$ cat src/design/lx_cache_pkg.sv
/*
 * Shared definitions for the second-level cache
 * Cache geometry and derived widths
 * Address, tag, index, way and port types
 * Stored line layout and message codes
 */

package lx_cache_pkg;

	// Word addresses, four words per line
	localparam int ADDR_WIDTH     = 32;
	localparam int WORD_WIDTH     = 32;
	localparam int OFFSET_BITS    = 2;
	localparam int WORDS_PER_LINE = 1 << OFFSET_BITS;

	localparam int INDEX_BITS = 4;
	localparam int NUM_SETS   = 1 << INDEX_BITS;
	localparam int NUM_WAYS   = 2;
	localparam int WAY_BITS   = $clog2(NUM_WAYS);
	localparam int TAG_BITS   = ADDR_WIDTH - INDEX_BITS - OFFSET_BITS;

	// Upper caches sharing this level
	localparam int NUM_CACHES = 2;
	localparam int PORT_BITS  = $clog2(NUM_CACHES);

	typedef logic [ADDR_WIDTH-1:0] addr_t;
	typedef logic [TAG_BITS-1:0]   tag_t;
	typedef logic [INDEX_BITS-1:0] index_t;
	typedef logic [WAY_BITS-1:0]   way_t;
	typedef logic [PORT_BITS-1:0]  port_t;

	typedef logic [WORDS_PER_LINE-1:0][WORD_WIDTH-1:0] line_data_t;

	// Valid and dirty sit above the tag
	typedef struct packed {
		logic       valid;
		logic       dirty;
		tag_t       tag;
		line_data_t data;
	} line_t;

	typedef enum logic [2:0] {
		NO_REQ     = 3'd0,
		R_REQ      = 3'd1,
		WB_REQ     = 3'd2,
		MEM_NO_MSG = 3'd4,
		MEM_SENT   = 3'd5,
		MEM_READY  = 3'd6
	} msg_t;

endpackage

$ cat src/design/way_lookup_if.sv
/*
 * Lookup and write path between the controller and the way store
 * Modports for both sides
 */

`timescale 1ns/1ns

interface way_lookup_if;
	import lx_cache_pkg::*;

	index_t lookup_index;
	logic   write_en;
	way_t   write_way;
	line_t  write_line;

	// One line per way, registered
	line_t  read_lines [NUM_WAYS];
	logic   hit;
	way_t   hit_way;
	logic   sweep_done;

	modport controller (
		output lookup_index, write_en, write_way, write_line,
		input  read_lines, hit, hit_way, sweep_done
	);

	modport store (
		input  lookup_index, write_en, write_way, write_line,
		output read_lines, hit, hit_way, sweep_done
	);

endinterface

$ cat src/design/way_store.sv
/*
 * Line storage for all ways
 * Synchronous read per way, tag compare and hit way
 * Post-reset sweep that invalidates every set
 */

`timescale 1ns/1ns

module way_store (
	input  logic                 clock,
	input  logic                 reset,
	way_lookup_if.store          lookup,
	input  lx_cache_pkg::tag_t   lookup_tag
);
	import lx_cache_pkg::*;

	index_t              sweep_index;
	logic [NUM_WAYS-1:0] way_hit;

	// One set cleared per cycle after reset
	always_ff @(posedge clock) begin
		if (reset) begin
			sweep_index       <= '0;
			lookup.sweep_done <= 1'b0;
		end else if (!lookup.sweep_done) begin
			sweep_index <= sweep_index + 1'b1;
			if (sweep_index == index_t'(NUM_SETS - 1))
				lookup.sweep_done <= 1'b1;
		end
	end

	for (genvar w = 0; w < NUM_WAYS; w++) begin : g_way
		line_t ram [NUM_SETS];
		line_t read_line;

		always_ff @(posedge clock) begin
			if (!lookup.sweep_done)
				ram[sweep_index] <= '0;
			else if (lookup.write_en && lookup.write_way == way_t'(w))
				ram[lookup.lookup_index] <= lookup.write_line;
			read_line <= ram[lookup.lookup_index];
		end

		assign lookup.read_lines[w] = read_line;
		assign way_hit[w] = read_line.valid && (read_line.tag == lookup_tag);
	end

	always_comb begin
		lookup.hit     = |way_hit;
		lookup.hit_way = '0;
		for (int w = NUM_WAYS - 1; w >= 0; w--) begin
			if (way_hit[w])
				lookup.hit_way = way_t'(w);
		end
	end

	// A tag lives in at most one way of a set
	assert property (@(posedge clock) disable iff (reset || !lookup.sweep_done)
		$onehot0(way_hit));

endmodule

$ cat src/flat_wrapper.sv
// flat-port wrapper written by rule: the top's interface ports become plain ports
module way_store_flat import lx_cache_pkg::*;
  (clock, reset, lookup_tag, lookup_lookup_index, lookup_write_en, lookup_write_way, lookup_write_line, lookup_read_lines, lookup_hit, lookup_hit_way, lookup_sweep_done);
  way_lookup_if lookup_i ();
  input  logic clock;
  input  logic reset;
  input  lx_cache_pkg::tag_t lookup_tag;
  input wire logic [$bits(lookup_i.lookup_index)-1:0] lookup_lookup_index;
  input wire logic [$bits(lookup_i.write_en)-1:0] lookup_write_en;
  input wire logic [$bits(lookup_i.write_way)-1:0] lookup_write_way;
  input wire logic [$bits(lookup_i.write_line)-1:0] lookup_write_line;
  output wire logic [$bits(lookup_i.read_lines)-1:0] lookup_read_lines;
  output wire logic [$bits(lookup_i.hit)-1:0] lookup_hit;
  output wire logic [$bits(lookup_i.hit_way)-1:0] lookup_hit_way;
  output wire logic [$bits(lookup_i.sweep_done)-1:0] lookup_sweep_done;
  assign lookup_i.lookup_index = lookup_lookup_index;
  assign lookup_i.write_en = lookup_write_en;
  assign lookup_i.write_way = lookup_write_way;
  assign lookup_i.write_line = lookup_write_line;
  assign lookup_read_lines = {>>{lookup_i.read_lines}};
  assign lookup_hit = lookup_i.hit;
  assign lookup_hit_way = lookup_i.hit_way;
  assign lookup_sweep_done = lookup_i.sweep_done;
  way_store u_core (.clock(clock), .reset(reset), .lookup(lookup_i), .lookup_tag(lookup_tag));
endmodule
$ cat config.mk
export PLATFORM = sky130hd
export DESIGN_NAME = way_store_flat
export DESIGN_NICKNAME = d
export VERILOG_FILES = /design/src/design/lx_cache_pkg.sv /design/src/design/way_lookup_if.sv /design/src/design/way_store.sv /design/src/flat_wrapper.sv
export SDC_FILE = /design/constraint.sdc
export NUM_CORES = 2
export LEC_CHECK = 0
export BUFFER_PORTS_ARGS = -buffer_cell sky130_fd_sc_hd__buf_2
export CORE_AREA = 2 2 514 644
export CTS_CLUSTER_SIZE = 20
export DETAILED_ROUTE_END_ITERATION = 8
export DIE_AREA = 0 0 516 646
export PLACE_DENSITY = 0.77
export SETUP_SLACK_MARGIN = 0.15
export SYNTH_ARGS = -nofsm -noshare
export SYNTH_HDL_FRONTEND = slang
export SYNTH_MEMORY_MAX_BITS = 65536
export SYNTH_SLANG_ARGS = --single-unit
$ cat constraint.sdc
create_clock -name clock -period 18.38 [get_ports clock]
set_input_delay 5.514 -clock clock [delete_from_list [all_inputs] [get_ports clock]]
set_output_delay 5.514 -clock clock [all_outputs]
set_load 0.005 [all_outputs]
* Word-level counts from Yosys, hierarchy flattened *
Memories as Yosys holds them, arrays and structs flattened. A register that Yosys moved wholly into a read port is not among the register bits.
Cells that the tools add are included.

word-level totals
  flip-flop bits (word level) = 5
  output and inout bits = 315
  word-level logic and storage cells = 33
  memories kept = 2
  bits in writable memories = 4992
  input port bits = 190

cells by class
  bitwise operators = 1
  multiplexer cells = 17
  equality and inequality tests = 3
  add/sub/neg operators = 1
  reductions and logical operators = 7

memory list
  memory               depth  width  read ports  clocked after memory_dff  write ports  line             RTL
  u_core.g_way[0].ram  16     156    1           1                         1            way_store.sv:33  line_t ram [NUM_SETS];
  u_core.g_way[1].ram  16     156    1           1                         1            way_store.sv:33

operator list
  cell                 count
  $mux 156             2
  $reduce_or 156->1    2
  $eq 26x26->1         2
  $mux 1               13
  $mux 4               2
  $add 4x1->4 const B  1
  $eq 4x4->1 const B   1
  $logic_and 1x1->1    4
  $reduce_or 2->1      1
  $not 1->1            1

* Depth between registers and ports, before layout *
  depth after elaboration = 7
  gate-level depth with buffers = 8
  depth with buffers taken out = 5

* Worst setup path before layout *
No wires, ideal clock.

  kind = input -> register
  from = input port lookup_lookup_index[1]
  to = memory u_core.g_way[0].ram[3][0] (netlist name) (enable)
  data arrival time = 13.070 ns
  stages on the path = 7
  setup time = 0.675 ns
  required time = 17.705 ns
  path buffers = 4
  setup slack = 4.635 ns
  path through = buf_6 buf_6 buf_6 buf_4 inv_1 o32a_1 nor2_1

between the ends
  word-level cells in the longest chain between the ends = 1

ends and longest elaborated chain
  element           line               RTL
  from (decl)       flat_wrapper.sv:8  input wire logic [$bits(lookup_i.lookup_index)-1:0] lookup_lookup_index;
  $mux 4 (no line)  -
  to (decl)         way_store.sv:33

No other way between the ends.

* Worst setup path after layout *
  from = input port lookup_tag[16]
  to = output port lookup_hit_way

between the ends
  word-level cells in the longest chain between the ends = 4
  elaborated cells between the ends (all ways) = 6
  classes of those cells = eq/ne: 2; mux: 2; reduce/logical: 2

ends and longest elaborated chain
  element            line                RTL
  from (decl)        flat_wrapper.sv:7   input lx_cache_pkg::tag_t lookup_tag;
  $eq 26x26->1       way_store.sv:45     assign way_hit[w] = read_line.valid && (read_line.tag == lookup_tag);
  $logic_and 1x1->1  way_store.sv:45
  $mux 1             way_store.sv:52     if (way_hit[w])
  $mux 1 (*)         way_store.sv:52
  to (decl)          flat_wrapper.sv:14  output wire logic [$bits(lookup_i.hit_way)-1:0] lookup_hit_way;

Every way passes the cells marked *; elsewhere a longest branch is shown, timed or not.

==> summary.md <==
| Metric | Value |
|---|---|
| Status | finished clean |
| Period utilization | 0.676 |
| Number of synthesized flops with an enable pin | 4992 |
| Final Cell Area | ~220000 um2 |
| Ratio of cells with drive above 1 in the final layout | 0.284 |
| Half-perimeter wire length after placement | about 260 mm |
| Root Buffer | clkbuf_16 |
| Gate count after technology mapping | between 8000 and 9000 |
| Vias | 95500 |
| Final WL | just over 500 mm |
| Worst vdd ir | 0.0924 mV |
| Ranking of synthesized cells by area | edfxtp_1, mux4_2, dfxtp_1 |
| Hold endpoint | u_core.lookup.sweep_done$_SDFF_PP0_ |
| Top FF cell, synth | edfxtp_1 |
| Clock Skew | about 0.070 ns |
| Clock slew at reported path FFs | ~0.060 ns |
| Post-synth ARST share | 0 |
| Total number of H-tree levels | 5 |
| Total I/O pin count | roughly 510 |
| Initial antenna violation count | 100 |
| Leading area contributor after synthesis | edfxtp_1 |
| Placed cells | 13000 |
| Max-slew headroom | 0.174 |
| R2R setup slack | 12.07 ns |
| TritonCTS buffer count | around 470 |
| Worst-path maximum fanout | 2 |
| Cell with the most instances after synthesis | edfxtp_1 |
| Core ar. | roughly 330000 um2 |
| Power Density | 112 nW/um2 |
| Hold Path Cell Cnt | 2 |
| Flop and latch count out of synthesis | between 5000 and 6000 |
| Post-synthesis net count | ~8500 |
| CTS Hold Bufs | 0 |
| CP arrival | 6.91 ns |
| Yosys cell types | 33 |
| Post-route ant nets | 0 |
| RSZ-0062 raised after global routing | no |
| Syn. warnings | 0 |
| Setup Buffers After CTS | 0 |
| Post-route DRC violation count | 0 |
| Max Fclk | 80.5 MHz |
| Worst hold start | u_core.sweep_index[3]$_SDFFE_PP0N_ |
| Post-synth top cells | edfxtp_1, mux4_2, a22oi_1, dfxtp_1, and2_1 |
| Min-Delay Path Class | flip-flop to flip-flop |
| Setup WS post-layout | ~6.0 ns |
| Clock latency at the later pin of the worst-skew pair | around 0.97 ns |
| CTS sink cnt | between 5000 and 6000 |
| Cell Rows | between 200 and 250 |
| Routed length per instance | between 30 and 40 um |
| Placed Instance Area | 203000 um2 |
| RR Endpoint | u_core.g_way[1].ram[1][50]$_DFFE_PP_ |
| Vias per cell | approximately 7 |
| Synth Cell Area | approximately 200000 um2 |
| Largest net degree at the start of global routing | between 150 and 200 |
| Critical path endpoint category | primary output |
| Post-layout min period | 12.43 ns |
| Worst-margin pin slew | between 1 and 1.5 ns |
| MaxCap Viol Count | 0 |
| Final std cells w/o fill | between 10000 and 15000 |
| TritonCTS clock tree | done |
| Area added between synthesis and finish | 12.0% |
| Die area | 333000 um2 |
| Post-cts resize count | 0 |
| All-Layer GR Usage | 0.304 |
| Final core occ | 0.670 |
| Leak Pwr | about 80 nW |
| Hold Violations, Final | 0 |
| RR Startpoint | u_core.lookup.sweep_done$_SDFF_PP0_ |
| Pre-CTS setup slack | 6.02 ns |
| First-pass GRT wire length | about 700 mm |
| R2R depth | 7 |
| Post-synthesis sequential area ratio | 0.799 |
| Slew Limit Fails | 0 |
| Fillers | 19400 |
| Type of element launching the critical path | input pin |
| Vias in the first global route | about 96000 |
| Critical path data required time | about 13 ns |
| DRT Pass-1 Iters | 6 |
| Die width | roughly 520 um |
| Setup TNS | 0 ns |
| Drt initial violations | roughly 14000 |
| Final setup violation count | 0 |
| Die H | around 650 um |
| Avg Cell Area, Syn | approximately 23 um2 |
| Initial Util | 0.598 |
| Share of the synthesized area in the top cell type | 0.767 |
| Congestion Overflow GR | 0 |
| Worst-case clock buffer depth | 4 |
| PortBufs | approximately 500 |
| WS Path Type | input pin to primary output |
| Layout Nets | 9232 |
| Placer congestion estimate | between 0.8 and 0.9 |
## layout by cell type (no fill, tap or decap), drive strengths merged, types with 2 or more instances in the layout
cell type  netlist  final
a21oi            3      3
a221o           76     76
a22o            76     76
a22oi          475    475
a31oi            7      7
a32oi            3      3
and2           315    315
and3             2      2
buf            277    670
bufinv           0     44
clkbuf         182    646
clkinv           0    169
clkinvlp         0     14
dfxtp          317    317
diode            0     49
edfxtp        4992   4992
inv              4     14
mux4          1248   1248
nand2          240    240
nand4           10     10
nor2            44     44
nor2b            6      6
nor3             7      7
nor4             6      6
o21ai            3      3
xnor2           32     32
xor2            23     23
## metal layers
layer | global-route usage | part of all wire | vias to the layer above
met3 | 0.0782 | 0.13 | 1004
met4 | 0.128 | 0.044 | 26
met1 | 0.416 | 0.35 | 50500
li1 | - | - | 36800
met5 | 0 | 0.00035 | -
met2 | 0.473 | 0.48 | 7146
## flip-flops by register name, summed over array words and instances, names as in the netlist
| signal | count |
|---|---|
| u_core.g_way.ram | 4992 |
| u_core.lookup.read_lines | 312 |
| u_core.lookup.sweep_done | 1 |
| u_core.sweep_index | 4 |
## per-stage QoR
step	total power, mW	hold slack [ns]
final	24.6	0.584
after floorplan	14.4	0.518
after detailed placement	14.9	0.551
after CTS	24.7	0.574
after global routing	25.2	0.633
after global placement	14.8	0.552
## critical path, cell delays in order
cell and delay, ns:
buf_2 0.23, xnor2_1 0.15, nand4_1 0.13, nor4_1 0.40, nand4_1 0.20, nor2b_1 0.16, buf_2 0.12
## report_power, final
group	internal [mW]	switching [mW]	leakage, nW
Combinational	0.410	0.711	15.3
Clock	5.69	4.32	7.76
Sequential	13.4	0.144	54.8
Total	19.5	5.18	77.8
## worst max-delay path by stage
stage                                      start                                   to  cells past startpoint
after floorplan           lookup_lookup_index[1]  u_core.g_way[0].ram[3][0]$_DFFE_PP_                      7
after global placement            lookup_tag[16]                       lookup_hit_way                      7
after detailed placement          lookup_tag[16]                       lookup_hit_way                      7
after CTS                         lookup_tag[16]                       lookup_hit_way                      7
after global routing              lookup_tag[16]                       lookup_hit_way                      7
final                             lookup_tag[16]                       lookup_hit_way                      7
## cells by family (layout without fill, tap and decap cells)
kind of cell	Yosys count	count (layout)	synth area share
adder cells (fa/ha/maj)	1	1	0.0000640
flip-flops	5309	5309	0.799
buffers and inverters	463	1557	0.0117
XOR/XNOR	55	55	0.00246
AND/OR/NAND/NOR	633	633	0.0166
other	0	49	0
AO/OA/AOI/OAI	645	645	0.0261
multiplexers	1249	1249	0.144
## final cells by class
type / count / area, um2 / share of cell area
Timing Repair Buffer: 670 / 4130 / 0.0189
Clock buffer: 646 / 13300 / 0.0608
Sequential cell: 5309 / 156000 / 0.713
Antenna cell: 49 / 123 / 0.000560
Multi-Input combinational cell: 2583 / 37300 / 0.170
Clock inverter: 237 / 2460 / 0.0112
Inverter: 4 / 15.0 / 0.0000685
Tap cell: 4384 / 5490 / 0.0250
Note: power is estimated with default switching activity, not from simulation.
