==> config.mk <==
export PLATFORM = sky130hd
export DESIGN_NAME = lru_tracker
export DESIGN_NICKNAME = d
export VERILOG_FILES = /design/src/design/lx_cache_pkg.sv /design/src/design/lru_tracker.sv
export SDC_FILE = /design/constraint.sdc
export NUM_CORES = 1
export LEC_CHECK = 0
export ABC_AREA = 1
export BUFFER_PORTS_ARGS = -buffer_cell sky130_fd_sc_hd__buf_2
export CORE_AREA = 2 2 70 72
export DETAILED_ROUTE_END_ITERATION = 16
export DIE_AREA = 0 0 72 74
export MAX_ROUTING_LAYER = met4
export SETUP_SLACK_MARGIN = 0.5
export SLEW_MARGIN = 5
export SYNTH_ARGS = -nofsm -noshare
export SYNTH_HDL_FRONTEND = slang
export SYNTH_SLANG_ARGS = --single-unit
==> constraint.sdc <==
create_clock -name clock -period 1.98 [get_ports clock]
set_clock_uncertainty 0.15 [all_clocks]
set_input_delay 0.099 -clock clock [delete_from_list [all_inputs] [get_ports clock]]
set_output_delay 0.099 -clock clock [all_outputs]
set_load 0.03 [all_outputs]
==> src/design/lx_cache_pkg.sv <==
/*
 * Shared definitions for the second-level cache
 * Cache geometry and derived widths
 * Address, tag, index, way and port types
 * Stored line layout and message codes
 */

package lx_cache_pkg;

	// Word addresses, four words per line
	localparam int ADDR_WIDTH     = 32;
	localparam int WORD_WIDTH     = 32;
	localparam int OFFSET_BITS    = 2;
	localparam int WORDS_PER_LINE = 1 << OFFSET_BITS;

	localparam int INDEX_BITS = 4;
	localparam int NUM_SETS   = 1 << INDEX_BITS;
	localparam int NUM_WAYS   = 2;
	localparam int WAY_BITS   = $clog2(NUM_WAYS);
	localparam int TAG_BITS   = ADDR_WIDTH - INDEX_BITS - OFFSET_BITS;

	// Upper caches sharing this level
	localparam int NUM_CACHES = 2;
	localparam int PORT_BITS  = $clog2(NUM_CACHES);

	typedef logic [ADDR_WIDTH-1:0] addr_t;
	typedef logic [TAG_BITS-1:0]   tag_t;
	typedef logic [INDEX_BITS-1:0] index_t;
	typedef logic [WAY_BITS-1:0]   way_t;
	typedef logic [PORT_BITS-1:0]  port_t;

	typedef logic [WORDS_PER_LINE-1:0][WORD_WIDTH-1:0] line_data_t;

	// Valid and dirty sit above the tag
	typedef struct packed {
		logic       valid;
		logic       dirty;
		tag_t       tag;
		line_data_t data;
	} line_t;

	typedef enum logic [2:0] {
		NO_REQ     = 3'd0,
		R_REQ      = 3'd1,
		WB_REQ     = 3'd2,
		MEM_NO_MSG = 3'd4,
		MEM_SENT   = 3'd5,
		MEM_READY  = 3'd6
	} msg_t;

endpackage

==> src/design/lru_tracker.sv <==
/*
 * Least-recently-used order per set
 * Victim selection, preferring an invalid way
 */

`timescale 1ns/1ns

module lru_tracker (
	input  logic                                clock,
	input  logic                                reset,
	input  lx_cache_pkg::index_t                access_index,
	input  lx_cache_pkg::way_t                  access_way,
	input  logic                                access_valid,
	input  logic [lx_cache_pkg::NUM_WAYS-1:0]   set_valid,
	output lx_cache_pkg::way_t                  victim_way
);
	import lx_cache_pkg::*;

	// Age 0 is youngest, NUM_WAYS-1 is oldest
	way_t age [NUM_SETS][NUM_WAYS];

	always_comb begin
		victim_way = '0;
		for (int w = NUM_WAYS - 1; w >= 0; w--) begin
			if (age[access_index][w] == way_t'(NUM_WAYS - 1))
				victim_way = way_t'(w);
		end
		// Lowest invalid way wins over the oldest
		for (int w = NUM_WAYS - 1; w >= 0; w--) begin
			if (!set_valid[w])
				victim_way = way_t'(w);
		end
	end

	always_ff @(posedge clock) begin
		if (reset) begin
			for (int s = 0; s < NUM_SETS; s++) begin
				for (int w = 0; w < NUM_WAYS; w++)
					age[s][w] <= way_t'(w);
			end
		end else if (access_valid) begin
			for (int w = 0; w < NUM_WAYS; w++) begin
				if (way_t'(w) == access_way)
					age[access_index][w] <= '0;
				else if (age[access_index][w] < age[access_index][access_way])
					age[access_index][w] <= age[access_index][w] + 1'b1;
			end
		end
	end

endmodule

**After elaboration in Yosys (flattened, before gate mapping)**

Memories as Yosys holds them, arrays and structs flattened.
Cells that the tools add are included.
Widths: inputs -> output; s select.

- Reduce and logical (&&, ||, !) cells: 1
- Multiplexer cells: 32
- Magnitude comparators: 3
- Add/subtract/negate cells: 2
- Bitwise operators: 3

Operator list:

| operator | number |
|---|---|
| $mux 1 | 29 |
| $mux 2 | 2 |
| $mux 4 | 1 |
| $add 1x1->1 const B | 2 |
| $ge 2x2->1 const B | 1 |
| $lt 1x1->1 | 2 |
| $not 1->2 | 1 |
| $or 1x1->1 | 2 |
| $reduce_or 2->1 | 1 |

- Output and inout bits: 1
- Logic and storage cells: 42
- Bits in writable memories: 32
- Input port bits: 10
- Memories kept: 1
- Bits in registers: 0

Memory list:

| memory | words | width | rd ports | clocked after memory_dff | write ports | RTL line | RTL |
|---|---|---|---|---|---|---|---|
| age | 16 | 2 | 1 | 0 | 16 | lru_tracker.sv:20 | `way_t age [NUM_SETS][NUM_WAYS];` |

**Logic depth before layout (Yosys ltp)**

Gate-level depths: netlist of run 1.

- Depth in word-level cells: 13
- Depth in mapped cells: 15

**Least setup slack after synthesis of run 1**

Ideal clock, no wire load.

- Path kind: reg-to-output
- From: memory age[1][1] in the netlist's numbering
- To: output victim_way
- Buffers on the path: 0
- Stages on the path, launching flop included: 10
- Arrival: 1637 ps
- Data required time: 1731 ps
- Path slack: 94 ps
- Cells stage by stage: edfxtp_1 nand2_2 nand2_1 nand2_1 nand2_1 nand2_1 nand2_2 nor2_2 nand2_1 a21boi_0

- Word-level cells in the longest chain between the ends: 4

Ends and longest elaborated chain:

| element | RTL line | RTL |
|---|---|---|
| start: declaration | lru_tracker.sv:20 |  |
| $mem_v2 16x2 | -- |  |
| $mux 1 | lru_tracker.sv:25 | `if (age[access_index][w] == way_t'(NUM_WAYS - 1))` |
| $mux 1 (2 in a row) | lru_tracker.sv:30 | `if (!set_valid[w])` |
| end: declaration | lru_tracker.sv:15 | `output lx_cache_pkg::way_t victim_way` |

No other way between the ends.

==> metrics.yaml, run 1 <==
final_layout:
  n_fill_cell: 405
  top_regs: "age x32"
  post-route-util: 0.587
  finalNonFillerCells: 356
  register_area_um2: 952
  drive_above_1_share: 0.427
  n_antenna_cell: 0
  largest_reg_flops: 32
  area_growth_pct: 29.5
  regMostFlops: "age"
  fin_area_mm2: 0.00270
  nets: 311
  multi_input_area_mm2: 0.00125
sta:
  worst-slew-pin-transition_ps: 448
  hold_slack_ps: 162
  rsz0062_at_grt: "true"
  setup_violations: 0
  maxSlewViolCount: 0
  hold_viol: 0
  post-route-period-util: 0.964
  finalCriticalPeriod_ps: 1910
  setup_ws_ps: 70.5
  tns_ps: 0
  fmax_mhz: 524
  relSlewSlack: 0.701
synth:
  synth_edf_count: 31
  synthDistinctLibCells: 22
  netlist_instances: 279
  synth-seq-cells: 32
  syn_nets: 289
  yosysSeqAreaShare: 0.456
  yosysTopAreaCell: "edfxtp_1"
  ys_warn_count: 0
  synth_area_leaders: "edfxtp_1, nand2_1, nand2_2, nor2_1, inv_1"
  yosysMostFrequentCell: "nand2_1"
  synth.avg_cell_area_um2: 7.47
  yosys-top-cells-count: "nand2_1, edfxtp_1, nor2_1, nand2_2, inv_1"
  synth_top_area_share: 0.447
  synthFlopType: "edfxtp_1"
  ys_async_sr_fraction: 0
  syn-cell-area_mm2: 0.00208
drt:
  remaining_drc_errors: 0
  firstDrtPassIters: 4
  drt_wl_total_um: 5500
  avgViaCountPerCell: 5.19
  antenna_left: 0
  wl_met3_um: 239
  dr_wl_met2_um: 2700
  wl_met1_um: 2480
  wl_per_cell_um: 15.4
  vias: 1848
  drt_iter0_markers: 95
  routed.top_layer: "met4"
pwr:
  switchingPower_mw: 0.482
  netSwitchingFraction: 0.281
  p_int_mw: 1.23
  power.density_mw_per_mm2: 636
  comb_power_share: 0.177
  seqPwrFrac: 0.449
  p_total_mw: 1.72
  power_frac_clock: 0.374
  leakage_nw: 1.13
  ir_drop_mv: 0.407
place:
  gp_congestion: 0.833
  place_inst: 340
  dp_hpwl_um: 3420
  placed_area_mm2: 0.00217
  port_buffers: 10
  post-place-ws_ps: -0.00788
global_routing:
  grt_pass1_wl_um: 8710
  grt_pass1_vias: 1775
  grt-ovfl-total: 0
  antenna_found_initial: 0
  grt_max_degree: 22
  grtUsageTotal: 0.229
setup_path:
  start_kind: "register"
  crit_type: "register to register"
  crit_chain: "nand2_1 > nand2_1 > nand2_1 > nand2_1 > nand2_1 > nand2_2 > nor2_4 > nand3_4 > nand2_8 > nand2_2 > nand2_2"
  path_common_cell: "nand2_1"
  reg2reg_slack_ps: 70
  cp.required_ps: 1840
  cp_max_fo: 8
  arrival_ps: 1770
  r2r_cells: 11
  path_delay_family: "simple AND/OR/NAND/NOR gates"
  rr_endpoint: "age[14][1]"
  r2r_start: "age[8][1]"
  crit_slowest_cell: "edfxtp_1"
  cpPeakStageDelay_ps: 390
  cp.buffers_inverters: 0
  end_kind: "register"
cts:
  clock_sinks: 32
  clk_latency_ps: 300
  clockRootBuffer: "clkbuf_8"
  tritoncts: "built"
  cts_buffer_depth: 2
  cts_made_buffers: 5
  htreeDepth: 2
  cts.clk_slew.worst_paths_ps: 80
hold_path:
  hp-start: "reset"
  hp-class: "primary input to register"
  hold_end: "age[5][1]"
  hold_depth: 3
status:
  status: "finished, final reports clean"
floorplan:
  start_util: 0.453
  die_w_um: 72
  io_pins: 11
  num_rows: 25
  die_y_um: 74
  dieArea_mm2: 0.00533
  core_mm2: 0.00460
job:
  maxCapViolations: 0
## worst reg2reg max path: cells and delay by family (launching register included)
family / cells / cell delay [ps]
flip-flops: 1 / 390
AND/OR/NAND/NOR: 11 / 1080
## layout make-up
cell class                 count  area share
inverter                      20      0.0278
multi-input combinational    218       0.465
timing repair buffer          24      0.0885
clock inverter                 3      0.0158
clock buffer                   5      0.0255
sequential                    32       0.353
tap                           54      0.0250
## power by group through the flow
stage	logic (mW)	registers, mW	clock network, mW
final	0.304	0.771	0.641
after detailed placement	0.230	0.786	0
after global routing	0.328	0.773	0.668
after floorplan	0.179	0.783	0
after CTS	0.279	0.771	0.638
after global placement	0.227	0.786	0
## worst max path at each step
stage	from	to	slack, ps	cells after the start
6_report	age[8][1]	age[14][1]	70	11
5_1_grt	age[13][1]	age[14][1]	-6	11
4_1_cts	age[8][1]	victim_way	100	10
3_5_place_dp	access_index[0]	age[11][1]	-0.008	14
3_3_place_gp	access_index[0]	age[4][1]	40	14
2_1_floorplan	age[9][1]	age[15][1]	290	12
## logic make-up after synthesis
family / synth area share
and+or+nand+nor: 0.444
DFF: 0.456
AOI/OAI and AO/OA: 0.00901
buffers and inverters: 0.0901
## per-layer routing
layer,global-route usage,up-vias
met5,-,-
met4,0.0964,0
met3,0.0352,8
met2,0.376,45
met1,0.285,879
li1,-,916
## timing repair
action	in CTS	in global routing
cloned	4	0
pin swaps	10	8
endpoints found under the setup margin	57	57
resized for setup	48	41
hold buffers	1	0
setup buffers	2	1
endpoints found under the hold margin	1	0
## placed cells by master (no fill, tap or decap)
master         netlist  final
nand2_1            142     97
nand2_2             19     62
edfxtp_1            31     31
nor2_1              25     24
inv_1               18     15
buf_2                0      9
nand3_2              0      8
nor3_2               0      7
buf_4                0      6
clkbuf_8             1      5
inv_2                1      4
nand2_8              0      4
nor2_4               1      3
nor3_1              13      3
nor3_4               0      3
buf_6                3      3
nand2_4              2      2
nand3_4              2      2
buf_16               0      2
buf_8                2      2
clkinv_1             1      1
o22ai_1              1      1
o21ai_2              0      1
a21boi_2             0      1
dfxtp_2              0      1
bufinv_16            0      1
clkinv_2             0      1
clkinvlp_4           0      1
dlygate4sd3_1        0      1
buf_12               1      1
No activity file was read; power rests on OpenSTA's default activity.
==> inputs of run 2 (changes only) <==
--- a/config.mk
+++ b/config.mk
@@ -7,9 +7,9 @@
 export LEC_CHECK = 0
 export ABC_AREA = 1
 export BUFFER_PORTS_ARGS = -buffer_cell sky130_fd_sc_hd__buf_2
-export CORE_AREA = 2 2 70 72
+export CORE_AREA = 2 2 89 57
 export DETAILED_ROUTE_END_ITERATION = 16
-export DIE_AREA = 0 0 72 74
+export DIE_AREA = 0 0 91 59
 export MAX_ROUTING_LAYER = met4
 export SETUP_SLACK_MARGIN = 0.5
 export SLEW_MARGIN = 5
==> metrics.yaml, run 2 (synthesized netlist as in run 1, its figures left out) <==
status:
  status: "finished, final reports clean"
floorplan:
  die_w_um: 91  # +26%
  die_y_um: 59  # -20%
  num_rows: 19  # -24%
  dieArea_mm2: 0.00537  # +0.77%
  start_util: 0.466  # +0.0131
  io_pins: 11  # unchanged
  core_mm2: 0.00447  # -2.8%
drt:
  firstDrtPassIters: 4  # unchanged
  drt_iter0_markers: 168  # +77%
  remaining_drc_errors: 0  # unchanged
  wl_met1_um: 2550  # +2.8%
  avgViaCountPerCell: 5.04  # -3.0%
  dr_wl_met2_um: 2380  # -12%
  vias: 1838  # -0.54%
  wl_met3_um: 502  # +110%
  drt_wl_total_um: 5460  # -0.67%
  antenna_left: 0  # unchanged
  routed.top_layer: "met4"
  wl_per_cell_um: 15.0  # -3.1%
final_layout:
  largest_reg_flops: 32  # unchanged
  n_antenna_cell: 0  # unchanged
  regMostFlops: "age"
  drive_above_1_share: 0.334  # -0.0927
  post-route-util: 0.573  # -0.0142
  top_regs: "age x32"
  layout_commonest_cell: "nand2_1"
  nets: 311  # unchanged
  final_cell_mix: "nand2_1, nand2_2, edfxtp_1"
  area_growth_pct: 22.9
  n_fill_cell: 442  # +9.1%
pwr:
  seqPwrFrac: 0.459  # +0.010
  power.density_mw_per_mm2: 656  # +3.2%
  netSwitchingFraction: 0.271  # -0.00980
  comb_power_share: 0.166  # -0.011
  p_int_mw: 1.23  # -0.76%
  switchingPower_mw: 0.455  # -5.5%
  p_total_mw: 1.68  # -2.1%
  power_frac_clock: 0.375  # about the same
  ir_drop_mv: 0.398  # -2.2%
  leakage_nw: 1.10  # -2.8%
cts:
  clk_latency_ps: 290  # about the same
  cts.clk_slew.worst_paths_ps: 70  # about the same
  cts_made_buffers: 5  # unchanged
  htreeDepth: 2  # unchanged
  cts_buffer_depth: 2  # unchanged
  clockRootBuffer: "clkbuf_8"
  tritoncts: "built"
  clock_sinks: 32  # unchanged
sta:
  worst-slew-pin-transition_ps: 492  # +44.1 ps
  tns_ps: 0  # unchanged
  fmax_mhz: 541  # +3.3%
  hold_viol: 0  # unchanged
  relSlewSlack: 0.671  # -0.0303
  rsz0062_at_grt: "true"
  post-route-period-util: 0.934  # -0.0305
  maxSlewViolCount: 0  # unchanged
  setup_violations: 0  # unchanged
  finalCriticalPeriod_ps: 1850  # -60.5 ps
place:
  port_buffers: 10  # unchanged
  dp_hpwl_um: 3470  # +1.3%
  gp_congestion: 0.872  # +4.6%
setup_path:
  cp.required_ps: 1840  # about the same
  path_common_cell: "nand2_1"
  cpPeakStageDelay_ps: 390  # about the same
  crit_chain: "nand2_1 > nand2_1 > nand2_1 > nand2_1 > nand2_1 > nand2_2 > nor2_4 > nand3_4 > nand2_8 > nand2_1 > nand2_1"
  crit_slowest_cell: "edfxtp_1"
  cp_max_fo: 8  # unchanged
  crit_type: "register to register"
  end_kind: "register"
  arrival_ps: 1710  # -60 ps
  start_kind: "register"
global_routing:
  grt_pass1_wl_um: 8830  # +1.4%
  antenna_found_initial: 0  # unchanged
  grtUsageTotal: 0.230  # +0.000980
  grt_pass1_vias: 1747  # -1.6%
  grt-ovfl-total: 0  # unchanged
  grt_max_degree: 32  # +45%
hold_path:
  hp-class: "primary input to register"
job:
  maxCapViolations: 0  # unchanged
-- run 2: what timing repair did --
item / 4_1_cts / 5_1_grt
setup endpoints to repair: 57 / 58
gates resized for setup: 37 / 20
cloned: 3 / 0
hold buffers: 1 / 0
endpoints found under the hold margin: 1 / 0
setup buffers: 3 / 0
pin swaps: 5 / 4
-- run 2: critical path: cells and delay by family (launching register included) --
family / cells / cell delay (ps)
simple gates: 11 / 1030
flops: 1 / 390
-- run 2: final timing paths --
kind | cells past startpoint | startpoint | to | slack (ps)
setup / recovery | 11 | age[4][0] | age[1][0] | 130
hold / removal | 4 | access_way | age[8][0] | 200
setup reg to reg | 11 | age[4][0] | age[1][0] | 130
hold reg to reg | 2 | age[8][0] | age[8][0] | 390
-- run 2: power by group through the flow --
stage                     combinational (mW)  sequential [mW]  clock, mW
after floorplan                        0.179            0.783          0
after global placement                 0.223            0.786          0
after detailed placement               0.225            0.786          0
after CTS                              0.265            0.771      0.635
after global routing                   0.306            0.773      0.670
final                                  0.279            0.771      0.630
-- run 2: layout make-up --
type                    instances  area [um^2]  area share
inverters                      20         75.1      0.0293
clock buffers                   6         72.6      0.0283
clock inverters                 2         35.0      0.0137
flip-flops and latches         32          951       0.371
multi-input cells             218         1140       0.446
well taps                      63         78.8      0.0308
repair buffers                 24          206      0.0806
-- run 2: through the flow --
| stage | std cells | setup slack [ps] | hold WS (ps) | area (um^2) |
|---|---|---|---|---|
| final | 365 | 131 | 202 | 2560 |
| after floorplan | 279 | 292 | 93.6 | 2100 |
| after CTS | 365 | 146 | 232 | 2490 |
| after global placement | 350 | 74.6 | 222 | 2180 |
| after detailed placement | 350 | 15.3 | 227 | 2180 |
| after global routing | 365 | 18.5 | 212 | 2560 |
-- run 2: routing by layer --
layer / vias up / track usage
li1: 919 / -
met1: 840 / 0.317
met2: 77 / 0.343
met3: 2 / 0.0496
met4: 0 / 0.0758
met5: - / -
