$ cat src/design/lx_cache_pkg.sv
/*
 * Shared definitions for the second-level cache
 * Cache geometry and derived widths
 * Address, tag, index, way and port types
 * Stored line layout and message codes
 */

package lx_cache_pkg;

	// Word addresses, four words per line
	localparam int ADDR_WIDTH     = 32;
	localparam int WORD_WIDTH     = 32;
	localparam int OFFSET_BITS    = 2;
	localparam int WORDS_PER_LINE = 1 << OFFSET_BITS;

	localparam int INDEX_BITS = 4;
	localparam int NUM_SETS   = 1 << INDEX_BITS;
	localparam int NUM_WAYS   = 2;
	localparam int WAY_BITS   = $clog2(NUM_WAYS);
	localparam int TAG_BITS   = ADDR_WIDTH - INDEX_BITS - OFFSET_BITS;

	// Upper caches sharing this level
	localparam int NUM_CACHES = 2;
	localparam int PORT_BITS  = $clog2(NUM_CACHES);

	typedef logic [ADDR_WIDTH-1:0] addr_t;
	typedef logic [TAG_BITS-1:0]   tag_t;
	typedef logic [INDEX_BITS-1:0] index_t;
	typedef logic [WAY_BITS-1:0]   way_t;
	typedef logic [PORT_BITS-1:0]  port_t;

	typedef logic [WORDS_PER_LINE-1:0][WORD_WIDTH-1:0] line_data_t;

	// Valid and dirty sit above the tag
	typedef struct packed {
		logic       valid;
		logic       dirty;
		tag_t       tag;
		line_data_t data;
	} line_t;

	typedef enum logic [2:0] {
		NO_REQ     = 3'd0,
		R_REQ      = 3'd1,
		WB_REQ     = 3'd2,
		MEM_NO_MSG = 3'd4,
		MEM_SENT   = 3'd5,
		MEM_READY  = 3'd6
	} msg_t;

endpackage

$ cat src/design/way_lookup_if.sv
/*
 * Lookup and write path between the controller and the way store
 * Modports for both sides
 */

`timescale 1ns/1ns

interface way_lookup_if;
	import lx_cache_pkg::*;

	index_t lookup_index;
	logic   write_en;
	way_t   write_way;
	line_t  write_line;

	// One line per way, registered
	line_t  read_lines [NUM_WAYS];
	logic   hit;
	way_t   hit_way;
	logic   sweep_done;

	modport controller (
		output lookup_index, write_en, write_way, write_line,
		input  read_lines, hit, hit_way, sweep_done
	);

	modport store (
		input  lookup_index, write_en, write_way, write_line,
		output read_lines, hit, hit_way, sweep_done
	);

endinterface

$ cat src/design/cache_controller.sv
/*
 * Request FSM for the shared cache
 * Hit service, dirty victim write-back, refill and install
 * Upper-cache responses and memory request sequencing
 */

`timescale 1ns/1ns

module cache_controller (
	input  logic                       clock,
	input  logic                       reset,
	input  lx_cache_pkg::msg_t         req_msg [lx_cache_pkg::NUM_CACHES],
	input  lx_cache_pkg::addr_t        req_addr [lx_cache_pkg::NUM_CACHES],
	input  lx_cache_pkg::line_data_t   req_data [lx_cache_pkg::NUM_CACHES],
	output lx_cache_pkg::msg_t         resp_msg [lx_cache_pkg::NUM_CACHES],
	output lx_cache_pkg::addr_t        resp_addr [lx_cache_pkg::NUM_CACHES],
	output lx_cache_pkg::line_data_t   resp_data [lx_cache_pkg::NUM_CACHES],
	output lx_cache_pkg::msg_t         mem_req_msg,
	output lx_cache_pkg::addr_t        mem_req_addr,
	output lx_cache_pkg::line_data_t   mem_req_data,
	input  lx_cache_pkg::msg_t         mem_resp_msg,
	input  lx_cache_pkg::line_data_t   mem_resp_data,
	input  lx_cache_pkg::port_t        grant_port,
	output logic                       accept,
	way_lookup_if.controller           lookup,
	output lx_cache_pkg::tag_t         lookup_tag,
	input  lx_cache_pkg::way_t         victim_way,
	output lx_cache_pkg::index_t       access_index,
	output lx_cache_pkg::way_t         access_way,
	output logic                       access_valid
);
	import lx_cache_pkg::*;

	typedef enum logic [2:0] {
		S_IDLE, S_SERVE, S_WRITE_BACK, S_REFILL_WAIT, S_INSTALL, S_RESP_READ, S_RESP_WRITE
	} state_t;

	state_t                state;
	port_t                 cur_port;
	logic                  cur_write;
	addr_t                 cur_addr;
	line_data_t            line_buf;
	way_t                  target_way;
	logic [NUM_CACHES-1:0] resp_active;
	index_t                cur_index;
	tag_t                  cur_tag;
	line_t                 victim_line;
	logic                  dirty_victim;
	addr_t                 line_addr;
	addr_t                 victim_addr;

	for (genvar p = 0; p < NUM_CACHES; p++) begin : g_resp
		assign resp_active[p] = (resp_msg[p] != MEM_NO_MSG);
	end

	assign cur_index    = cur_addr[OFFSET_BITS +: INDEX_BITS];
	assign cur_tag      = cur_addr[ADDR_WIDTH-1 -: TAG_BITS];
	assign line_addr    = {cur_tag, cur_index, {OFFSET_BITS{1'b0}}};
	assign victim_line  = lookup.read_lines[victim_way];
	assign dirty_victim = victim_line.valid && victim_line.dirty;
	assign victim_addr  = {victim_line.tag, cur_index, {OFFSET_BITS{1'b0}}};

	// New work only once the previous response has gone
	assign accept = (state == S_IDLE) && lookup.sweep_done && !(|resp_active)
		&& (req_msg[grant_port] == R_REQ || req_msg[grant_port] == WB_REQ);

	// Idle looks up the granted port so the lines are ready in serve
	assign lookup.lookup_index = (state == S_IDLE)
		? req_addr[grant_port][OFFSET_BITS +: INDEX_BITS] : cur_index;
	assign lookup_tag = cur_tag;

	assign lookup.write_en   = (state == S_SERVE && cur_write && lookup.hit)
		|| (state == S_INSTALL);
	assign lookup.write_way  = (state == S_SERVE) ? lookup.hit_way : target_way;
	assign lookup.write_line = '{valid: 1'b1, dirty: cur_write, tag: cur_tag, data: line_buf};

	assign access_index = cur_index;
	assign access_way   = lookup.write_way;
	assign access_valid = (state == S_SERVE && lookup.hit) || (state == S_INSTALL);

	always_ff @(posedge clock) begin
		if (reset) begin
			state       <= S_IDLE;
			mem_req_msg <= NO_REQ;
			for (int p = 0; p < NUM_CACHES; p++)
				resp_msg[p] <= MEM_NO_MSG;
		end else begin
			// Responses last a single cycle
			for (int p = 0; p < NUM_CACHES; p++)
				resp_msg[p] <= MEM_NO_MSG;
			case (state)
				S_IDLE:
					if (accept)
						state <= S_SERVE;
				S_SERVE:
					if (lookup.hit) begin
						state <= cur_write ? S_RESP_WRITE : S_RESP_READ;
					end else if (dirty_victim) begin
						mem_req_msg <= WB_REQ;
						state       <= S_WRITE_BACK;
					end else if (!cur_write) begin
						mem_req_msg <= R_REQ;
						state       <= S_REFILL_WAIT;
					end else begin
						state <= S_INSTALL;
					end
				S_WRITE_BACK:
					if (mem_resp_msg == MEM_READY) begin
						mem_req_msg <= cur_write ? NO_REQ : R_REQ;
						state       <= cur_write ? S_INSTALL : S_REFILL_WAIT;
					end
				S_REFILL_WAIT:
					if (mem_resp_msg == MEM_SENT) begin
						mem_req_msg <= NO_REQ;
						state       <= S_INSTALL;
					end
				S_INSTALL:
					state <= cur_write ? S_RESP_WRITE : S_RESP_READ;
				S_RESP_READ: begin
					resp_msg[cur_port] <= MEM_SENT;
					state              <= S_IDLE;
				end
				S_RESP_WRITE: begin
					resp_msg[cur_port] <= MEM_READY;
					state              <= S_IDLE;
				end
				default:
					state <= S_IDLE;
			endcase
		end
	end

	always_ff @(posedge clock) begin
		case (state)
			S_IDLE:
				if (accept) begin
					cur_port  <= grant_port;
					cur_addr  <= req_addr[grant_port];
					cur_write <= (req_msg[grant_port] == WB_REQ);
					line_buf  <= req_data[grant_port];
				end
			S_SERVE: begin
				target_way <= victim_way;
				if (lookup.hit && !cur_write)
					line_buf <= lookup.read_lines[lookup.hit_way].data;
				mem_req_addr <= dirty_victim ? victim_addr : line_addr;
				mem_req_data <= victim_line.data;
			end
			S_WRITE_BACK:
				if (mem_resp_msg == MEM_READY)
					mem_req_addr <= line_addr;
			S_REFILL_WAIT:
				if (mem_resp_msg == MEM_SENT)
					line_buf <= mem_resp_data;
			S_RESP_READ, S_RESP_WRITE: begin
				resp_addr[cur_port] <= cur_addr;
				resp_data[cur_port] <= line_buf;
			end
			default: ;
		endcase
	end

	assert property (@(posedge clock) disable iff (reset)
		$onehot0(resp_active));

	// Memory request held until memory answers
	assert property (@(posedge clock) disable iff (reset)
		(mem_req_msg != NO_REQ && mem_resp_msg != MEM_SENT && mem_resp_msg != MEM_READY)
		|=> $stable(mem_req_msg) && $stable(mem_req_addr) && $stable(mem_req_data));

endmodule

$ cat src/flat_wrapper.sv
// flat-port wrapper written by rule: the top's interface ports become plain ports
module cache_controller_flat import lx_cache_pkg::*;
  (clock, reset, req_msg, req_addr, req_data, resp_msg, resp_addr, resp_data, mem_req_msg, mem_req_addr, mem_req_data, mem_resp_msg, mem_resp_data, grant_port, accept, lookup_tag, victim_way, access_index, access_way, access_valid, lookup_lookup_index, lookup_write_en, lookup_write_way, lookup_write_line, lookup_read_lines, lookup_hit, lookup_hit_way, lookup_sweep_done);
  way_lookup_if lookup_i ();
  input  logic clock;
  input  logic reset;
  input  lx_cache_pkg::msg_t req_msg[lx_cache_pkg::NUM_CACHES];
  input  lx_cache_pkg::addr_t req_addr[lx_cache_pkg::NUM_CACHES];
  input  lx_cache_pkg::line_data_t req_data[lx_cache_pkg::NUM_CACHES];
  output lx_cache_pkg::msg_t resp_msg[lx_cache_pkg::NUM_CACHES];
  output lx_cache_pkg::addr_t resp_addr[lx_cache_pkg::NUM_CACHES];
  output lx_cache_pkg::line_data_t resp_data[lx_cache_pkg::NUM_CACHES];
  output lx_cache_pkg::msg_t mem_req_msg;
  output lx_cache_pkg::addr_t mem_req_addr;
  output lx_cache_pkg::line_data_t mem_req_data;
  input  lx_cache_pkg::msg_t mem_resp_msg;
  input  lx_cache_pkg::line_data_t mem_resp_data;
  input  lx_cache_pkg::port_t grant_port;
  output logic accept;
  output lx_cache_pkg::tag_t lookup_tag;
  input  lx_cache_pkg::way_t victim_way;
  output lx_cache_pkg::index_t access_index;
  output lx_cache_pkg::way_t access_way;
  output logic access_valid;
  output wire logic [$bits(lookup_i.lookup_index)-1:0] lookup_lookup_index;
  output wire logic [$bits(lookup_i.write_en)-1:0] lookup_write_en;
  output wire logic [$bits(lookup_i.write_way)-1:0] lookup_write_way;
  output wire logic [$bits(lookup_i.write_line)-1:0] lookup_write_line;
  input wire logic [$bits(lookup_i.read_lines)-1:0] lookup_read_lines;
  input wire logic [$bits(lookup_i.hit)-1:0] lookup_hit;
  input wire logic [$bits(lookup_i.hit_way)-1:0] lookup_hit_way;
  input wire logic [$bits(lookup_i.sweep_done)-1:0] lookup_sweep_done;
  assign lookup_lookup_index = lookup_i.lookup_index;
  assign lookup_write_en = lookup_i.write_en;
  assign lookup_write_way = lookup_i.write_way;
  assign lookup_write_line = lookup_i.write_line;
  assign lookup_i.read_lines = {>>{lookup_read_lines}};
  assign lookup_i.hit = lookup_hit;
  assign lookup_i.hit_way = lookup_hit_way;
  assign lookup_i.sweep_done = lookup_sweep_done;
  cache_controller u_core (.clock(clock), .reset(reset), .req_msg(req_msg), .req_addr(req_addr), .req_data(req_data), .resp_msg(resp_msg), .resp_addr(resp_addr), .resp_data(resp_data), .mem_req_msg(mem_req_msg), .mem_req_addr(mem_req_addr), .mem_req_data(mem_req_data), .mem_resp_msg(mem_resp_msg), .mem_resp_data(mem_resp_data), .grant_port(grant_port), .accept(accept), .lookup(lookup_i), .lookup_tag(lookup_tag), .victim_way(victim_way), .access_index(access_index), .access_way(access_way), .access_valid(access_valid));
endmodule
$ cat config.mk
export PLATFORM = sky130hd
export DESIGN_NAME = cache_controller_flat
export DESIGN_NICKNAME = d
export VERILOG_FILES = /design/src/design/lx_cache_pkg.sv /design/src/design/way_lookup_if.sv /design/src/design/cache_controller.sv /design/src/flat_wrapper.sv
export SDC_FILE = /design/constraint.sdc
export NUM_CORES = 1
export LEC_CHECK = 0
export BUFFER_PORTS_ARGS = -buffer_cell sky130_fd_sc_hd__buf_2
export CORE_AREA = 4 4 569 571
export CTS_CLUSTER_DIAMETER = 40
export DETAILED_ROUTE_END_ITERATION = 7
export DIE_AREA = 0 0 573 575
export PLACE_DENSITY = 0.32
export SLEW_MARGIN = 20
export SYNTH_ARGS = -nofsm -noshare
export SYNTH_HDL_FRONTEND = slang
export SYNTH_SLANG_ARGS = --single-unit
$ cat constraint.sdc
create_clock -name clock -period 17.87 [get_ports clock]
set_clock_uncertainty 0.15 [all_clocks]
set_input_delay 0.8935 -clock clock [delete_from_list [all_inputs] [get_ports clock]]
set_output_delay 0.8935 -clock clock [all_outputs]
set_load 0.02 [all_outputs]
==> Word level (Yosys, flattened, before mapping) <==
Index checks and enable logic that the tools add are counted.
{ "op_classes": {"mux": 48, "bitwise_logic": 4, "n_eq_ne": 18, "reduce_logical": 25, "n_lt_le_gt_ge": 5} }
{ "op_table": {"columns": ["cell", "n"], "rows": [
  ["128-bit two-way mux", 10],
  ["156-bit two-way mux", 3],
  ["128-bit one-hot mux with 3 select lines", 1],
  ["256-bit bitwise mux", 1],
  ["32-bit two-way mux", 6],
  ["128-bit demux with 1-bit select", 1],
  ["64-bit bitwise mux", 1],
  ["32-bit one-hot mux with 2 select lines", 1],
  ["3-bit two-way mux", 15],
  ["32-bit demux with 1-bit select", 1],
  ["3-bit == test, second input constant", 5],
  ["3-bit one-hot mux with 5 select lines", 1],
  ["5-bit one-hot mux with 2 select lines", 1],
  ["3-bit by 2-bit == test with 1-bit output, second input constant", 3],
  ["1-bit logical AND", 9],
  ["3-bit != test, second input constant", 3],
  ["3-bit one-hot mux with 3 select lines", 1],
  ["2-bit >= comparator, second input constant", 4],
  ["1-bit inverter with 2-bit output", 4],
  ["3-bit by 1-bit == test with 1-bit output, second input constant", 2],
  ["2-bit != test, second input constant", 3],
  ["3-bit nonzero test", 2],
  ["5-bit AND reduction", 1],
  ["4-bit two-way mux", 1],
  ["13 further kinds", 20]
]} }
{ "totals": {"register_bits": 655, "out_inout_bits": 684, "input_bits": 776} }

==> Longest topological paths before layout <==
{ "depth": {"ltp_word": 9, "depth_mapped": 7, "mapped_depth_nobuf": 4} }

==> Worst setup path before layout <==
Ideal clock, no wire load.
{ "synth_timing": {"path_type": "in2reg", "from": "input port grant_port", "to": "register u_core.line_buf, in the netlist u_core.lookup.write_line[0], enable pin", "setup_slack_ps": 6076, "arrival_time_ps": 10840, "required_time_ps": 16916, "path_buffers": 1, "path_stages": 4, "path_cell_list": "buf_2 -> a32oi_1 -> nand3b_1 -> a211oi_1"} }
{ "synth_via": {"elab_chain_cells": 9, "elab_cells_between_ends": 10} }
{ "synth_rtl": {"columns": ["element", "line", "source"], "rows": [
  ["start: declaration", "flat_wrapper.sv:18", "input lx_cache_pkg::port_t grant_port;"],
  ["1-bit inverter with 2-bit output (implied by the code) (*)", "cache_controller.sv:65", "&& (req_msg[grant_port] == R_REQ || req_msg[grant_port] == WB_REQ);"],
  ["3-bit two-way mux (implied by the code) (*) (3 in a row)", "cache_controller.sv:65", null],
  ["3-bit by 1-bit == test with 1-bit output / 3-bit by 2-bit == test with 1-bit output (equally long branches)", "cache_controller.sv:65", null],
  ["1-bit logical OR (*)", "cache_controller.sv:65", null],
  ["1-bit logical AND (*)", "cache_controller.sv:65", null],
  ["2-bit != test (no line) (*)", null, null],
  ["4-bit AND reduction (no line) (*)", null, null],
  ["end signal: assignment", "cache_controller.sv:140", "line_buf <= req_data[grant_port];"],
  ["end signal: assignment", "cache_controller.sv:145", "line_buf <= lookup.read_lines[lookup.hit_way].data;"],
  ["end signal: assignment", "cache_controller.sv:154", "line_buf <= mem_resp_data;"],
  ["end: declaration", "cache_controller.sv:42", "line_data_t line_buf;"]
]} }
Mark *: on every way between the ends. The rest lies on a longest branch, timed or not. The select of a mux whose other input is x is not followed.
A chain may end at the register's enable or synchronous reset.

==> Final worst setup path <==
{ "layout_timing": {"from": "register u_core.state[2]", "to": "register u_core.line_buf, in the netlist u_core.lookup.write_line[54] (data pin)"} }
{ "layout_via": {"elab_chain_cells": 2, "elab_cells_between_ends": 4} }
{ "layout_rtl": {"columns": ["element", "line", "source"], "rows": [
  ["start: declaration", "cache_controller.sv:38", "state_t state;"],
  ["start signal: assignment", "cache_controller.sv:97", "state <= cur_write ? S_RESP_WRITE : S_RESP_READ;"],
  ["start signal: assignment", "cache_controller.sv:110", "state <= cur_write ? S_INSTALL : S_REFILL_WAIT;"],
  ["start signal: assignment", "cache_controller.sv:118", "state <= cur_write ? S_RESP_WRITE : S_RESP_READ;"],
  ["3-bit by 2-bit == test with 1-bit output, or another cell as far along", "cache_controller.sv:134", "case (state)"],
  ["128-bit one-hot mux with 3 select lines (*)", "cache_controller.sv:134", null]
]} }
Mark *: on every way between the ends. The rest lies on a longest branch, timed or not.

==> impl_metrics.py <==
metrics = {
    "synthesis": {
        "synthArstFlopShare": 0,
        "synthXorXnorAreaFrac": 0.000625,
        "synth_edf_count": 641,
        "synth_compound_area_frac": 0.0686,
        "synth-seq-cells": 650,
        "ys.flop_type": "edfxtp_1",
        "syn_inst": 1808,
        "muxShareOfSynthArea": 0.166,
        "yosys.area_share.simple": 0.0322,
        "seq_area_frac_synth": 0.693,
        "avgSynthCellArea_um2": 15.5,
        "synth.distinct_cells": 48,
        "ys.warnings.count": 0,
        "synth_top_family_by_area": "multiplexers",
        "yosys.area_share.adder": 0,
        "synth_area_um2": 28000,
    },
    "place": {
        "postPlaceCellArea_um2": 39900,
        "place_ws_ns": 12.60,
        "dp.cells": 7295,
        "dp_hpwl_mm": 163,
        "place_congestion": 0.983,
        "port-buffer-count": 1453,
    },
    "timing": {
        "fmax_mhz": 232,
        "min_period_ns": 4.30,
        "period_share": 0.241,
        "finalSetupViolations": 0,
        "timing_hold_violations_final": 0,
        "fin_ws_ns": 13.57,
        "timing.hold.ws_ns": 0.251,
        "tightest_slew_ns": 1.19,
        "maxSlewViolCount": 0,
        "maxSlewHeadroom": 0.206,
        "setup-tns-final_ns": 0,
        "rsz0062_at_grt": "no",
    },
    "grt": {
        "antenna_found_initial": 107,
        "grt_pass1_wl_mm": 249,
        "grt_pass1_vias": 24100,
        "grt_max_degree": 121,
        "gr-total-overflow": 0,
        "grt_usage": 0.113,
    },
    "floorplanning": {
        "core_area_um2": 318000,
        "die_area_um2": 329000,
        "die_w_um": 573,
        "io_pins": 1460,
        "fp-row-count": 207,
        "die_height_um": 575,
        "start_util": 0.0883,
    },
    "setup_path": {
        "arrival_ns": 4.67,
        "endpoint_kind": "register",
        "slowest_delay_ns": 0.77,
        "crit_top_cell": "buf_4",
        "worstPathMaxFanout": 58,
        "r2r_slack_ns": 13.57,
        "cp_top_family": "buffers and inverters",
        "worstSetupPathType": "register to register",
        "cp.required_ns": 18.24,
        "cp_cell_sequence": "nand2b_4, buf_4, buf_4, buf_4, a211oi_1, a21oi_1",
        "crit_buf_inv": 3,
        "start_kind": "register",
        "cp_slowest_cell": "dfxtp_1",
    },
    "finish": {
        "nets": 4061,
        "drive_above_1_share": 0.566,
        "area_growth_pct": 62.6,
        "design_area_um2": 45600,
        "instances_no_fill": 7624,
        "nFillCells": 35800,
    },
    "run": {
        "max_cap_violations": 0,
    },
    "detailed_routing": {
        "drtIter0Drc": 1479,
        "vias": 23000,
        "firstDrtPassIters": 5,
        "final_antenna_net_count": 0,
        "remaining_drc_errors": 0,
        "wl_mm": 197,
        "wl_per_cell_um": 25.9,
        "viasPerCell": 3.02,
    },
    "pwr": {
        "ir_drop_mv": 0.0636,
        "powerDensity_nw_per_um2": 127,
        "power.leakage_nw": 17.7,
    },
    "clock_tree": {
        "path_clk_slew_ns": 0.05,
        "clock-root-buffer": "clkbuf_16",
        "h-tree-depth": 4,
        "tritoncts": "yes",
        "clk_latency_ns": 0.80,
        "cts_buffers": 168,
        "cts_sinks": 650,
        "ctsResizeCount": 0,
        "hold_buffers": 0,
        "cts_buffer_depth": 4,
        "cts_setup_buffers": 0,
    },
    "worst_hold_path": {
        "hold_path.class": "input port to register",
    },
    "status": {
        "status": "completed",
    },
}
-- path summary, 6_finish.rpt --
check / start / to / depth (start not counted)
worst max-delay path: u_core.state[2]$_SDFFE_PP0P_ / u_core.lookup.write_line[54]$_DFFE_PP_ / 6
worst min-delay path: lookup_read_lines[262] / u_core.mem_req_data[106]$_DFFE_PP_ / 2
worst max register to register: u_core.state[2]$_SDFFE_PP0P_ / u_core.lookup.write_line[54]$_DFFE_PP_ / 6
worst min register to register: u_core.cur_addr[1]$_DFFE_PP_ / u_core.resp_addr[33]$_DFFE_PP_ / 0
-- Yosys cell counts, types with 6 or more instances --
library cell,count,area (um2)
a21oi_1,161,806
nor3_1,6,30.0
edfxtp_1,641,19200
buf_2,64,320
mux2_2,161,1810
mux2i_1,284,2840
clkbuf_1,29,109
buf_4,85,638
inv_1,6,22.5
dfxtp_1,9,180
nor2_1,159,597
nand2_1,20,75.1
a211oi_1,131,983
-- sequential cells by signal, summed over array words and instances, names as in the netlist --
register	count
u_core.resp_data	256
u_core.lookup.write_line	128
u_core.mem_req_data	128
u_core.resp_addr	64
u_core.cur_addr	32
u_core.mem_req_addr	30
u_core.resp_msg	4
u_core.state	3
u_core.mem_req_msg	2
u_core.cur_port	1
u_core.cur_write	1
u_core.target_way	1
-- cell families (layout without fill, tap and decap cells) --
logic type             count (synthesis)  after routing
XOR/XNOR                               2              2
flip-flops                           650            650
other                                  2             32
AO/OA/AOI/OAI                        307            307
multiplexers                         445            445
buffers and inverters                190           1796
AND/OR/NAND/NOR                      212            212
-- metal layers --
layer,vias to the layer above,routed length (um),share of wire,global-route usage
met5,-,265,0.0013,0
li1,10000,-,-,-
met4,38,5830,0.030,0.0329
met1,11300,76100,0.39,0.128
met3,313,18900,0.096,0.0449
met2,1324,96200,0.49,0.197
-- power breakdown --
part	internal, W	switching [W]
logic	0.000229	0.000503
registers	0.00184	0.000128
clock network	0.00204	0.00104
-- placed cells by master (no fill, tap or decap), drive strengths merged, types with 7 or more instances in the layout --
master / netlist / layout
clkinv: 0 / 58
inv: 7 / 24
clkbuf: 29 / 183
buf: 154 / 1486
a21oi: 161 / 161
mux2: 161 / 161
clkinvlp: 0 / 24
bufinv: 0 / 21
a211oi: 131 / 131
nor2: 159 / 159
edfxtp: 641 / 641
nand2: 20 / 20
nor3: 7 / 7
mux2i: 284 / 284
diode: 0 / 26
dfxtp: 9 / 9
-- stage by stage --
stage               utilization  power, W
detailed placement        0.125   0.00276
finish                    0.144   0.00579
floorplan                     -   0.00230
CTS                       0.143   0.00592
global placement          0.125   0.00277
global route              0.143   0.00603
-- area by class of cell --
cell class	instances	area, um2	area share
flip-flops and latches	650	19400	0.426
multi-input cells	972	7590	0.166
repair buffers	1486	7570	0.166
well taps	4180	5230	0.115
clock buffers	183	4280	0.0939
clock inverters	120	1410	0.0308
diodes	26	65.1	0.00143
inverters	7	26.3	0.000576
Power figures use the tool's default switching activity.
